--- src/hdl/predictorPkg.sv ---
package predictorPkg;

    // Instruction address width in bits
    localparam int addrWidth = 32;

    // Number of resolved outcomes kept in the global history
    localparam int historyWidth = 2;

    // One pattern bank per history value
    localparam int bankCount = 1 << historyWidth;

    // Global history of the last two conditional branches
    // Left letter is the older outcome (U untaken, T taken)
    // Encoded value doubles as the pattern bank number
    typedef enum logic [historyWidth-1:0] {
        historyUU = 2'b00,
        historyUT = 2'b01,
        historyTU = 2'b10,
        historyTT = 2'b11
    } historyState;

    // Two-bit saturating direction counter
    // High bit gives the predicted direction
    typedef enum logic [1:0] {
        strongNotTaken = 2'b00,
        weakNotTaken   = 2'b01,
        weakTaken      = 2'b10,
        strongTaken    = 2'b11
    } counterState;

endpackage

--- src/hdl/pipelinePkg.sv ---
package pipelinePkg;

    // Fetch stage request, one lookup per cycle
    typedef struct packed {
        logic [predictorPkg::addrWidth-1:0] pc;
    } fetchQuery;

    // Answer returned to fetch in the same cycle
    typedef struct packed {
        // Redirect fetch to predictTarget
        logic                               predictTaken;
        // Target buffer holds this PC
        logic                               targetHit;
        logic [predictorPkg::addrWidth-1:0] predictTarget;
    } prediction;

    // Outcome of the branch sitting in execute
    typedef struct packed {
        // Conditional branch present in execute
        logic                               isBranch;
        // Resolved direction
        logic                               taken;
        // Execute held this cycle, resolve not accepted
        logic                               stall;
        logic [predictorPkg::addrWidth-1:0] branchPc;
        // Computed taken target
        logic [predictorPkg::addrWidth-1:0] branchTarget;
    } branchResolve;

endpackage

--- src/hdl/branchHistory.sv ---
`timescale 1ns/100ps

module branchHistory (
    input  logic                      clk,
    input  logic                      reset,

    // Accepted resolve from execute
    input  logic                      resolveFire,
    // Direction of the resolved branch
    input  logic                      outcome,

    // Registered global history
    output predictorPkg::historyState history
);

    predictorPkg::historyState nextHistory;

    // Next state logic
    // Newer bit moves to the older slot, outcome fills the newer slot
    always_comb begin
        nextHistory = history;
        if (resolveFire) begin
            case (history)
                predictorPkg::historyUU: begin
                    nextHistory = outcome ? predictorPkg::historyUT : predictorPkg::historyUU;
                end
                predictorPkg::historyUT: begin
                    nextHistory = outcome ? predictorPkg::historyTT : predictorPkg::historyTU;
                end
                predictorPkg::historyTU: begin
                    nextHistory = outcome ? predictorPkg::historyUT : predictorPkg::historyUU;
                end
                predictorPkg::historyTT: begin
                    nextHistory = outcome ? predictorPkg::historyTT : predictorPkg::historyTU;
                end
                default: begin
                    // Unreachable with a two-bit enum
                    nextHistory = predictorPkg::historyUT;
                end
            endcase
        end
    end

    // State register, also the block output
    always_ff @(posedge clk or posedge reset) begin
        if (reset) begin
            // Start with a weak taken bias in the newer slot
            history <= predictorPkg::historyUT;
        end else begin
            history <= nextHistory;
        end
    end

endmodule

--- src/hdl/patternTables.sv ---
`timescale 1ns/100ps

module patternTables #(
    // Entries per bank as a power of two
    parameter int indexBits = 4
) (
    input  logic                               clk,
    input  logic                               reset,

    // Bank select for both read and training
    input  predictorPkg::historyState          history,

    // Fetch side read
    input  logic [predictorPkg::addrWidth-1:0] lookupPc,

    // Execute side training
    input  logic                               resolveFire,
    input  logic [predictorPkg::addrWidth-1:0] updatePc,
    input  logic                               outcome,

    // Direction bit of the selected counter
    output logic                               predictTaken
);

    localparam int entryCount = 1 << indexBits;

    predictorPkg::counterState counters [predictorPkg::bankCount][entryCount];

    logic [indexBits-1:0]      lookupIndex;
    logic [indexBits-1:0]      updateIndex;
    predictorPkg::counterState lookupCounter;
    predictorPkg::counterState updateCounter;

    // One saturating step toward the resolved direction
    function automatic predictorPkg::counterState stepCounter(
        input predictorPkg::counterState current,
        input logic                      taken
    );
        predictorPkg::counterState stepped;
        case (current)
            predictorPkg::strongNotTaken: begin
                stepped = taken ? predictorPkg::weakNotTaken : predictorPkg::strongNotTaken;
            end
            predictorPkg::weakNotTaken: begin
                stepped = taken ? predictorPkg::weakTaken : predictorPkg::strongNotTaken;
            end
            predictorPkg::weakTaken: begin
                stepped = taken ? predictorPkg::strongTaken : predictorPkg::weakNotTaken;
            end
            default: begin
                stepped = taken ? predictorPkg::strongTaken : predictorPkg::weakTaken;
            end
        endcase
        return stepped;
    endfunction

    // Word index just above the byte offset
    assign lookupIndex = lookupPc[indexBits+1:2];
    assign updateIndex = updatePc[indexBits+1:2];

    // Combinational read, sees the old value on a same-cycle write
    assign lookupCounter = counters[history][lookupIndex];
    assign predictTaken  = lookupCounter[1];

    // Trained entry uses history from before this edge's shift
    assign updateCounter = counters[history][updateIndex];

    always_ff @(posedge clk or posedge reset) begin
        if (reset) begin
            for (int bank = 0; bank < predictorPkg::bankCount; bank++) begin
                for (int entry = 0; entry < entryCount; entry++) begin
                    counters[bank][entry] <= predictorPkg::weakNotTaken;
                end
            end
        end else if (resolveFire) begin
            counters[history][updateIndex] <= stepCounter(updateCounter, outcome);
        end
    end

endmodule

--- src/hdl/targetBuffer.sv ---
`timescale 1ns/100ps

module targetBuffer #(
    // Entries as a power of two
    parameter int indexBits = 4,
    parameter int tagBits   = 8
) (
    input  logic                               clk,
    input  logic                               reset,

    // Fetch side read
    input  logic [predictorPkg::addrWidth-1:0] lookupPc,
    output logic                               hit,
    output logic [predictorPkg::addrWidth-1:0] target,

    // Execute side fill
    input  logic                               resolveFire,
    input  logic                               updateTaken,
    input  logic [predictorPkg::addrWidth-1:0] updatePc,
    input  logic [predictorPkg::addrWidth-1:0] updateTarget
);

    localparam int entryCount = 1 << indexBits;

    // Payload of one buffer line
    typedef struct packed {
        logic [tagBits-1:0]                 tag;
        logic [predictorPkg::addrWidth-1:0] target;
    } bufferEntry;

    logic       valid   [entryCount];
    bufferEntry entries [entryCount];

    logic [indexBits-1:0] lookupIndex;
    logic [tagBits-1:0]   lookupTag;
    logic [indexBits-1:0] updateIndex;
    logic [tagBits-1:0]   updateTag;
    bufferEntry           lookupEntry;
    logic                 writeEnable;

    // Index above the byte offset, tag directly above the index
    assign lookupIndex = lookupPc[indexBits+1:2];
    assign lookupTag   = lookupPc[indexBits+2 +: tagBits];
    assign updateIndex = updatePc[indexBits+1:2];
    assign updateTag   = updatePc[indexBits+2 +: tagBits];

    assign lookupEntry = entries[lookupIndex];
    assign hit         = valid[lookupIndex] && (lookupEntry.tag == lookupTag);
    // Zero target on a miss keeps stale lines off the bus
    assign target      = hit ? lookupEntry.target : '0;

    // Only taken branches allocate
    assign writeEnable = resolveFire && updateTaken;

    // Valid bits
    always_ff @(posedge clk or posedge reset) begin
        if (reset) begin
            for (int entry = 0; entry < entryCount; entry++) begin
                valid[entry] <= 1'b0;
            end
        end else if (writeEnable) begin
            valid[updateIndex] <= 1'b1;
        end
    end

    // Tag and target, earlier occupant simply overwritten
    always_ff @(posedge clk) begin
        if (writeEnable) begin
            entries[updateIndex] <= '{tag: updateTag, target: updateTarget};
        end
    end

endmodule

--- src/hdl/branchPredictor.sv ---
`timescale 1ns/100ps

module branchPredictor #(
    parameter int indexBits = 4,
    parameter int tagBits   = 8
) (
    input  logic                      clk,
    input  logic                      reset,

    // Fetch stage
    input  pipelinePkg::fetchQuery    query,
    output pipelinePkg::prediction    pred,

    // Execute stage
    input  pipelinePkg::branchResolve resolve,

    // Current history for debug and flush logic
    output predictorPkg::historyState history
);

    logic                               resolveFire;
    logic                               counterTaken;
    logic                               targetHit;
    logic [predictorPkg::addrWidth-1:0] predictTarget;

    // Single accept condition shared by all three blocks
    assign resolveFire = resolve.isBranch & ~resolve.stall;

    branchHistory history_i (
        .clk         (clk),
        .reset       (reset),
        .resolveFire (resolveFire),
        .outcome     (resolve.taken),
        .history     (history)
    );

    patternTables #(
        .indexBits (indexBits)
    ) patternTables_i (
        .clk          (clk),
        .reset        (reset),
        .history      (history),
        .lookupPc     (query.pc),
        .resolveFire  (resolveFire),
        .updatePc     (resolve.branchPc),
        .outcome      (resolve.taken),
        .predictTaken (counterTaken)
    );

    targetBuffer #(
        .indexBits (indexBits),
        .tagBits   (tagBits)
    ) targetBuffer_i (
        .clk          (clk),
        .reset        (reset),
        .lookupPc     (query.pc),
        .hit          (targetHit),
        .target       (predictTarget),
        .resolveFire  (resolveFire),
        .updateTaken  (resolve.taken),
        .updatePc     (resolve.branchPc),
        .updateTarget (resolve.branchTarget)
    );

    // Taken only with a known target to redirect to
    assign pred.predictTaken  = counterTaken & targetHit;
    assign pred.targetHit     = targetHit;
    assign pred.predictTarget = predictTarget;

endmodule

--- config.mk ---
export PLATFORM = sky130hd
export DESIGN_NAME = branchPredictor
export DESIGN_NICKNAME = d
export VERILOG_FILES = /design/src/hdl/predictorPkg.sv /design/src/hdl/pipelinePkg.sv /design/src/hdl/branchHistory.sv /design/src/hdl/patternTables.sv /design/src/hdl/targetBuffer.sv /design/src/hdl/branchPredictor.sv
export SDC_FILE = /design/constraint.sdc
export NUM_CORES = 1
export LEC_CHECK = 0
export ABC_CLOCK_PERIOD_IN_PS = 4400
export BUFFER_PORTS_ARGS = -buffer_cell sky130_fd_sc_hd__clkbuf_2
export CAP_MARGIN = 5
export CORE_ASPECT_RATIO = 0.7
export CORE_MARGIN = 10
export CORE_UTILIZATION = 30
export CTS_CLUSTER_SIZE = 8
export DETAILED_ROUTE_END_ITERATION = 10
export HOLD_SLACK_MARGIN = 0.08
export PLACE_DENSITY = 0.55
export SETUP_SLACK_MARGIN = 0.05
export SYNTH_ARGS = -nofsm -noshare
export SYNTH_HDL_FRONTEND = slang
export SYNTH_HIERARCHICAL = 1
export SYNTH_SLANG_ARGS = --single-unit
--- constraint.sdc ---
create_clock -name clk -period 4.4 [get_ports clk]
set_clock_uncertainty 0.2 [all_clocks]
set_input_delay 0.66 -clock clk [delete_from_list [all_inputs] [get_ports clk]]
set_output_delay 0.66 -clock clk [all_outputs]
set_load 0.005 [all_outputs]
== After elaboration in Yosys (flattened, before gate mapping) ==
Memory sizes are Yosys's and may differ from the RTL's.
Index checks and enable logic that the tools add are counted.

* $lt $le $gt $ge: 5
* Eq/ne operators: 6
* Muxes and demuxes: 29
* Bitwise logic cells: 7
* Reductions and logical operators: 8

{| class="wikitable"
|+ Operator list
! cell !! number
|-
| $bwmux W128 || 1
|-
| $mux W32 || 4
|-
| $bmux W32 S2 || 1
|-
| $demux W32 S2 || 1
|-
| $bmux W2 S4 || 2
|-
| $mux W2 || 8
|-
| $or A16 B16 Y16 || 1
|-
| $ge A5 B5 Y1 const B || 2
|-
| $not A4 Y5 || 2
|-
| $demux W2 S4 || 1
|-
| $eq A8 B8 Y1 || 1
|-
| $mux W1 || 7
|-
| $eq A2 B2 Y1 const B || 3
|-
| $pmux W2 S3 || 1
|-
| $lt A5 B1 Y1 const B || 1
|-
| $bmux W1 S4 || 1
|-
| $demux W1 S4 || 1
|-
| $eq A2 B1 Y1 const B || 2
|-
| $logic_and A1 B1 Y1 || 4
|-
| $logic_not A2 Y1 || 2
|-
| $pmux W2 S2 || 1
|-
| $reduce_or A2 Y1 || 2
|-
| $ge A3 B3 Y1 const B || 1
|-
| $lt A3 B1 Y1 const B || 1
|-
| other kinds (3) || 4
|}

* Flip-flop bits (word level): 146
* RAM bits: 640
* Input port bits: 101
* Output and inout bits: 36
* Logic and storage cells: 137
* Memories: 1

{| class="wikitable"
|+ Memory list
! memory !! words !! width !! rd ports !! clocked after Yosys merged registers in !! write ports !! RTL line !! RTL
|-
| targetBuffer_i.entries || 16 || 40 || 1 || 0 || 1 || targetBuffer.sv:32 || <nowiki>bufferEntry entries [entryCount];</nowiki>
|}

== Logic depth before layout (Yosys ltp) ==
* Depth after elaboration: 11
* Gate-level depth with buffers: 11
* Gate-level depth less buffers: 7

== By module ==
Netlist, hierarchy kept.

{| class="wikitable"
|+ By module, submodules not included
! module !! instances !! cells each !! area an instance (µm²)
|-
| targetBuffer || 1 || 1092 || 25549.5
|-
| patternTables || 1 || 585 || 6438.7
|-
| branchHistory || 1 || 5 || 77.6
|-
| branchPredictor || 1 || 3 || 27.5
|}

== Worst setup path before layout ==
OpenSTA, ideal clock, no wires.

* Path type: input to register
* From: in resolve[66] (netlist name)
* To: mem targetBuffer_i/entries[0][0] (netlist name) (enable)
* Setup time: 0.489 ns
* Data arrival time: 4.076 ns
* Data required time: 3.711 ns
* Path slack: -0.365 ns
* Cell stages on the path: 4
* Path through: nor2b_4 nand2_1 or3_1 nor3_1

* Word-level cells in the longest chain between the ends: 4

{| class="wikitable"
|+ RTL lines
! what !! RTL line !! RTL
|-
| start, declared || branchPredictor.sv:15 || <nowiki>input pipelinePkg::branchResolve resolve,</nowiki>
|-
| $and A1 B1 Y1 || branchPredictor.sv:27 || <nowiki>assign resolveFire = resolve.isBranch & ~resolve.stall;</nowiki>
|-
| $logic_and A1 B1 Y1 || targetBuffer.sv:53 || <nowiki>assign writeEnable = resolveFire && updateTaken;</nowiki>
|-
| $mux W1 || targetBuffer.sv:68 || <nowiki>if (writeEnable) begin</nowiki>
|-
| $mux W1 (implied by the code) || targetBuffer.sv:69 || <nowiki>entries[updateIndex] <= '{tag: updateTag, target: updateTarget};</nowiki>
|-
| end, declared || targetBuffer.sv:32 ||
|}

Every way passes these cells.

==> run summary <==
STATUS
--------------------------------------------------------------------------------------------------------
Outcome ................................................................................... finished clean

DIE
--------------------------------------------------------------------------------------------------------
Die ar. ...................................................................................    0.121 mm²
Core Rows .................................................................................          100
I/O pin count .............................................................................          137
Chip width ................................................................................       411 µm
Initial core utilization ..................................................................        0.302
Die height ................................................................................       294 µm
Placeable core region .....................................................................    0.106 mm²

CTS
--------------------------------------------------------------------------------------------------------
Count of cells resized by post-cts repair .................................................            0
Root Driver ...............................................................................    clkbuf_16
Clock tree from TritonCTS .................................................................          yes
Post-CTS Hold Buffers .....................................................................            1
Total number of H-tree levels .............................................................            3
Longest Clk Path Bufs .....................................................................            3
Clk sinks .................................................................................          786
Post-CTS clock slew at the launch and capture registers of the worst setup and hold paths .      0.05 ns
CTS Buf Count .............................................................................          108
Worst-skew pair later-pin latency .........................................................      0.66 ns
Setup Buffers After CTS ...................................................................            0

ROUTE
--------------------------------------------------------------------------------------------------------
Vias ......................................................................................       16,476
Met3 layer wire length in the routed design ...............................................      4.69 mm
Router iterations before antenna repair ...................................................            5
Post-detailed-routing wire length .........................................................      79.0 mm
Wire length the detailed router placed on met1 ............................................      35.8 mm
DR WL met2 ................................................................................      36.6 mm
Routed wire length per instance ...........................................................      23.7 µm
Starting DRC count in detailed routing ....................................................        1,264
Count of antenna-violating nets left after detailed routing ...............................            0
Highest signal layer in the routed design .................................................         met5
Number of remaining DRC errors ............................................................            0
Vias per std cell .........................................................................         4.93

SYNTHESIS
--------------------------------------------------------------------------------------------------------
Post-synthesis sequential area ratio ......................................................        0.715
Most instantiated cells after synthesis ................................................... edfxtp_1 (640), nand2_1 (239), mux4_2 (219), dfrtp_1 (81), o21ai_1 (70)
Area share of the leading cell type in the synthesized netlist ............................        0.599
Total standard cell area after synthesis ..................................................   0.0321 mm²
Top cells by area in the synthesized netlist .............................................. edfxtp_1 (60%), mux4_2 (15%), dfrtp_1 (6.3%)
Number of warnings reported in the yosys synthesis log ....................................            6
Post-synthesis register bit count .........................................................          786
Synth async-reset ratio ...................................................................        0.186
Most repeated cell in the gate-level netlist after synthesis ..............................     edfxtp_1
Primary FF master, synth ..................................................................     edfxtp_1
Number of enable-type register cells in the synthesized netlist ...........................          640
Number of instances in the synthesized netlist ............................................        1,685
Syn Area/Cell .............................................................................     19.0 µm²
Nets in the synthesized netlist ...........................................................        1,786
Largest area contributor in the netlist ...................................................     edfxtp_1
Number of different library cells in the post-synthesis netlist ...........................           57

STA
--------------------------------------------------------------------------------------------------------
Setup violation total in the final timing report ..........................................            0
Setup TNS .................................................................................         0 ns
Number of pins with negative max-slew slack in the final report ...........................            0
Post-route minimum period .................................................................      4.19 ns
Final hold vios ...........................................................................            0
Setup repair after global routing missed its margin .......................................        false
Final cycle utilization of the critical path ..............................................        0.953
Worst max-slew margin expressed relative to the limit .....................................        0.193
Slew at the pin closest to its max-slew limit .............................................      1.21 ns
Timing-limited maximum frequency ..........................................................      238 MHz
Post-route worst hold slack ...............................................................     0.189 ns

SETUP PATH
--------------------------------------------------------------------------------------------------------
Required time worst endpoint ..............................................................      3.54 ns
Depth of the worst register-to-register path ..............................................            9
R2R Setup Slk .............................................................................      0.92 ns
Worst flop-to-flop path endpoint .......................................................... patternTables_i/counters[34]
Startpoint Class ..........................................................................         flop
Max Fanout on Critical Path ...............................................................           17
R2R Path Start ............................................................................ history_i/history[1]
Category of the critical setup timing path ................................................ flop to primary output
Data arrival, critical path ...............................................................      3.33 ns
Critical Path End Type .................................................................... primary output

PLACE
--------------------------------------------------------------------------------------------------------
Final HPWL from detailed placement ........................................................      42.6 mm
Port Buffer Count .........................................................................           96
RD Place Congestion .......................................................................        0.745

POWER
--------------------------------------------------------------------------------------------------------
Peak supply drop ..........................................................................     0.325 mV
Power per cell area .......................................................................   459 mW/mm²
Leakage component of the power ............................................................    0.0123 µW

HOLD PATH
--------------------------------------------------------------------------------------------------------
Hold Crit Endpoint ........................................................................ targetBuffer_i/entries[11][25]
Min-delay worst type ...................................................................... input port to flop
Start point of the worst hold path ........................................................  resolve[25]
Hold-critical path depth ..................................................................            1

JOB
--------------------------------------------------------------------------------------------------------
Number of violations of the max-capacitance limit .........................................            0

GRT
--------------------------------------------------------------------------------------------------------
Number of global-route vias before repair .................................................       17,125
Wire length of the first global-routing pass ..............................................       117 mm
Number of antenna violations at the first check in global routing .........................           11
Total GRT Usage ...........................................................................        0.130
Leftover overflow at the end of global routing ............................................            0
Maximum number of pins on one net before global-route repair ..............................           67

FINAL LAYOUT
--------------------------------------------------------------------------------------------------------
Net total in the final layout .............................................................        1,953
Share of final-layout standard cells stronger than drive strength 1 .......................        0.362
Area overhead of the layout relative to synthesis .........................................        17.8%

==> through the flow <==
stage	cells	instance area [µm²]	util	setup slack (ns)	total power [µW]
after detailed placement	3169	34700	0.327	0.232	9900
after global routing	3341	37800	0.356	0.0920	18000
after global placement	3169	34700	0.327	0.196	9860
final	3341	37800	0.356	0.206	17300
after floorplan	1685	32100	-	0.233	9450
after CTS	3339	37800	0.356	0.125	17600
==> kinds of logic (layout without fill, tap and decap cells) <==
logic type               after synthesis  in the layout  share of synthesized area
flip-flops                           786            786                      0.715
AND/OR/NAND/NOR                      360            360                     0.0526
multiplexers                         266            266                      0.173
AO/OA/AOI/OAI                        162            162                     0.0359
buffers and inverters                 99            325                     0.0200
XOR/XNOR                              10             10                    0.00273
adder cells (fa/ha/maj)                2              2                   0.000858
other                                  0              2                          0
==> cell type report <==
| class | instances | area [µm²] |
|---|---|---|
| Clock buffer | 163 | 2950 |
| Clock inverter | 6 | 144 |
| Multi-Input combinational cell | 800 | 8660 |
| Sequential cell | 786 | 23000 |
| Fill cell | 9793 | 68400 |
| Tap cell | 1428 | 1790 |
| Inverter | 9 | 36.3 |
| Timing Repair Buffer | 147 | 1270 |
| Antenna cell | 2 | 5.00 |
==> sequential cells by signal (all words and copies together), names as in the netlist <==
name	count
patternTables_i/counters	128
targetBuffer_i/valid	16
targetBuffer_i/entries	640
history_i/history	2
==> power by group <==
group	internal [µW]	switching, µW	total (µW)
clock network	4560	3020	7590
registers	8330	107	8440
logic	552	761	1310
total	13400	3890	17300
==> metal layers <==
metal / global-route usage / up-vias
met5: 0 / -
met4: 0.0394 / 12
met3: 0.0306 / 146
met2: 0.199 / 459
met1: 0.182 / 8781
li1: - / 7078
==> layout by cell type (no fill, tap or decap), types with 7 or more instances in the layout <==
master	netlist	routed
nor2_4	0	12
mux2i_1	32	32
dfstp_2	65	65
clkbuf_1	22	53
nand2_1	239	239
o22ai_1	7	7
mux4_1	8	8
o21ai_1	70	70
mux4_2	219	219
buf_4	8	20
clkbuf_2	0	93
buf_12	6	31
nor2_1	30	17
mux2_2	7	7
or2_2	18	18
nor3_1	13	9
nor3_2	30	30
clkbuf_16	0	110
edfxtp_1	640	640
nand2b_1	9	9
o21ai_2	60	60
dfrtp_1	81	81
==> worst max path at each step <==
| stage | startpoint | endpoint |
|---|---|---|
| 6_report | history_i/history[0] | pred[33] |
| 5_1_grt | history_i/history[0] | pred[33] |
| 4_1_cts | history_i/history[0] | pred[33] |
| 3_5_place_dp | query[3] | pred[33] |
| 3_3_place_gp | query[3] | pred[33] |
| 2_1_floorplan | reset | patternTables_i/counters[101] |
==> critical path: stages (launching register included) <==
cell and delay, ns:
dfstp_2 0.60, buf_12 0.20, mux4_2 0.58, mux4_2 0.49
mux4_2 0.52, and2_1 0.18, clkbuf_2 0.11
Power figures use the tool's default switching activity.
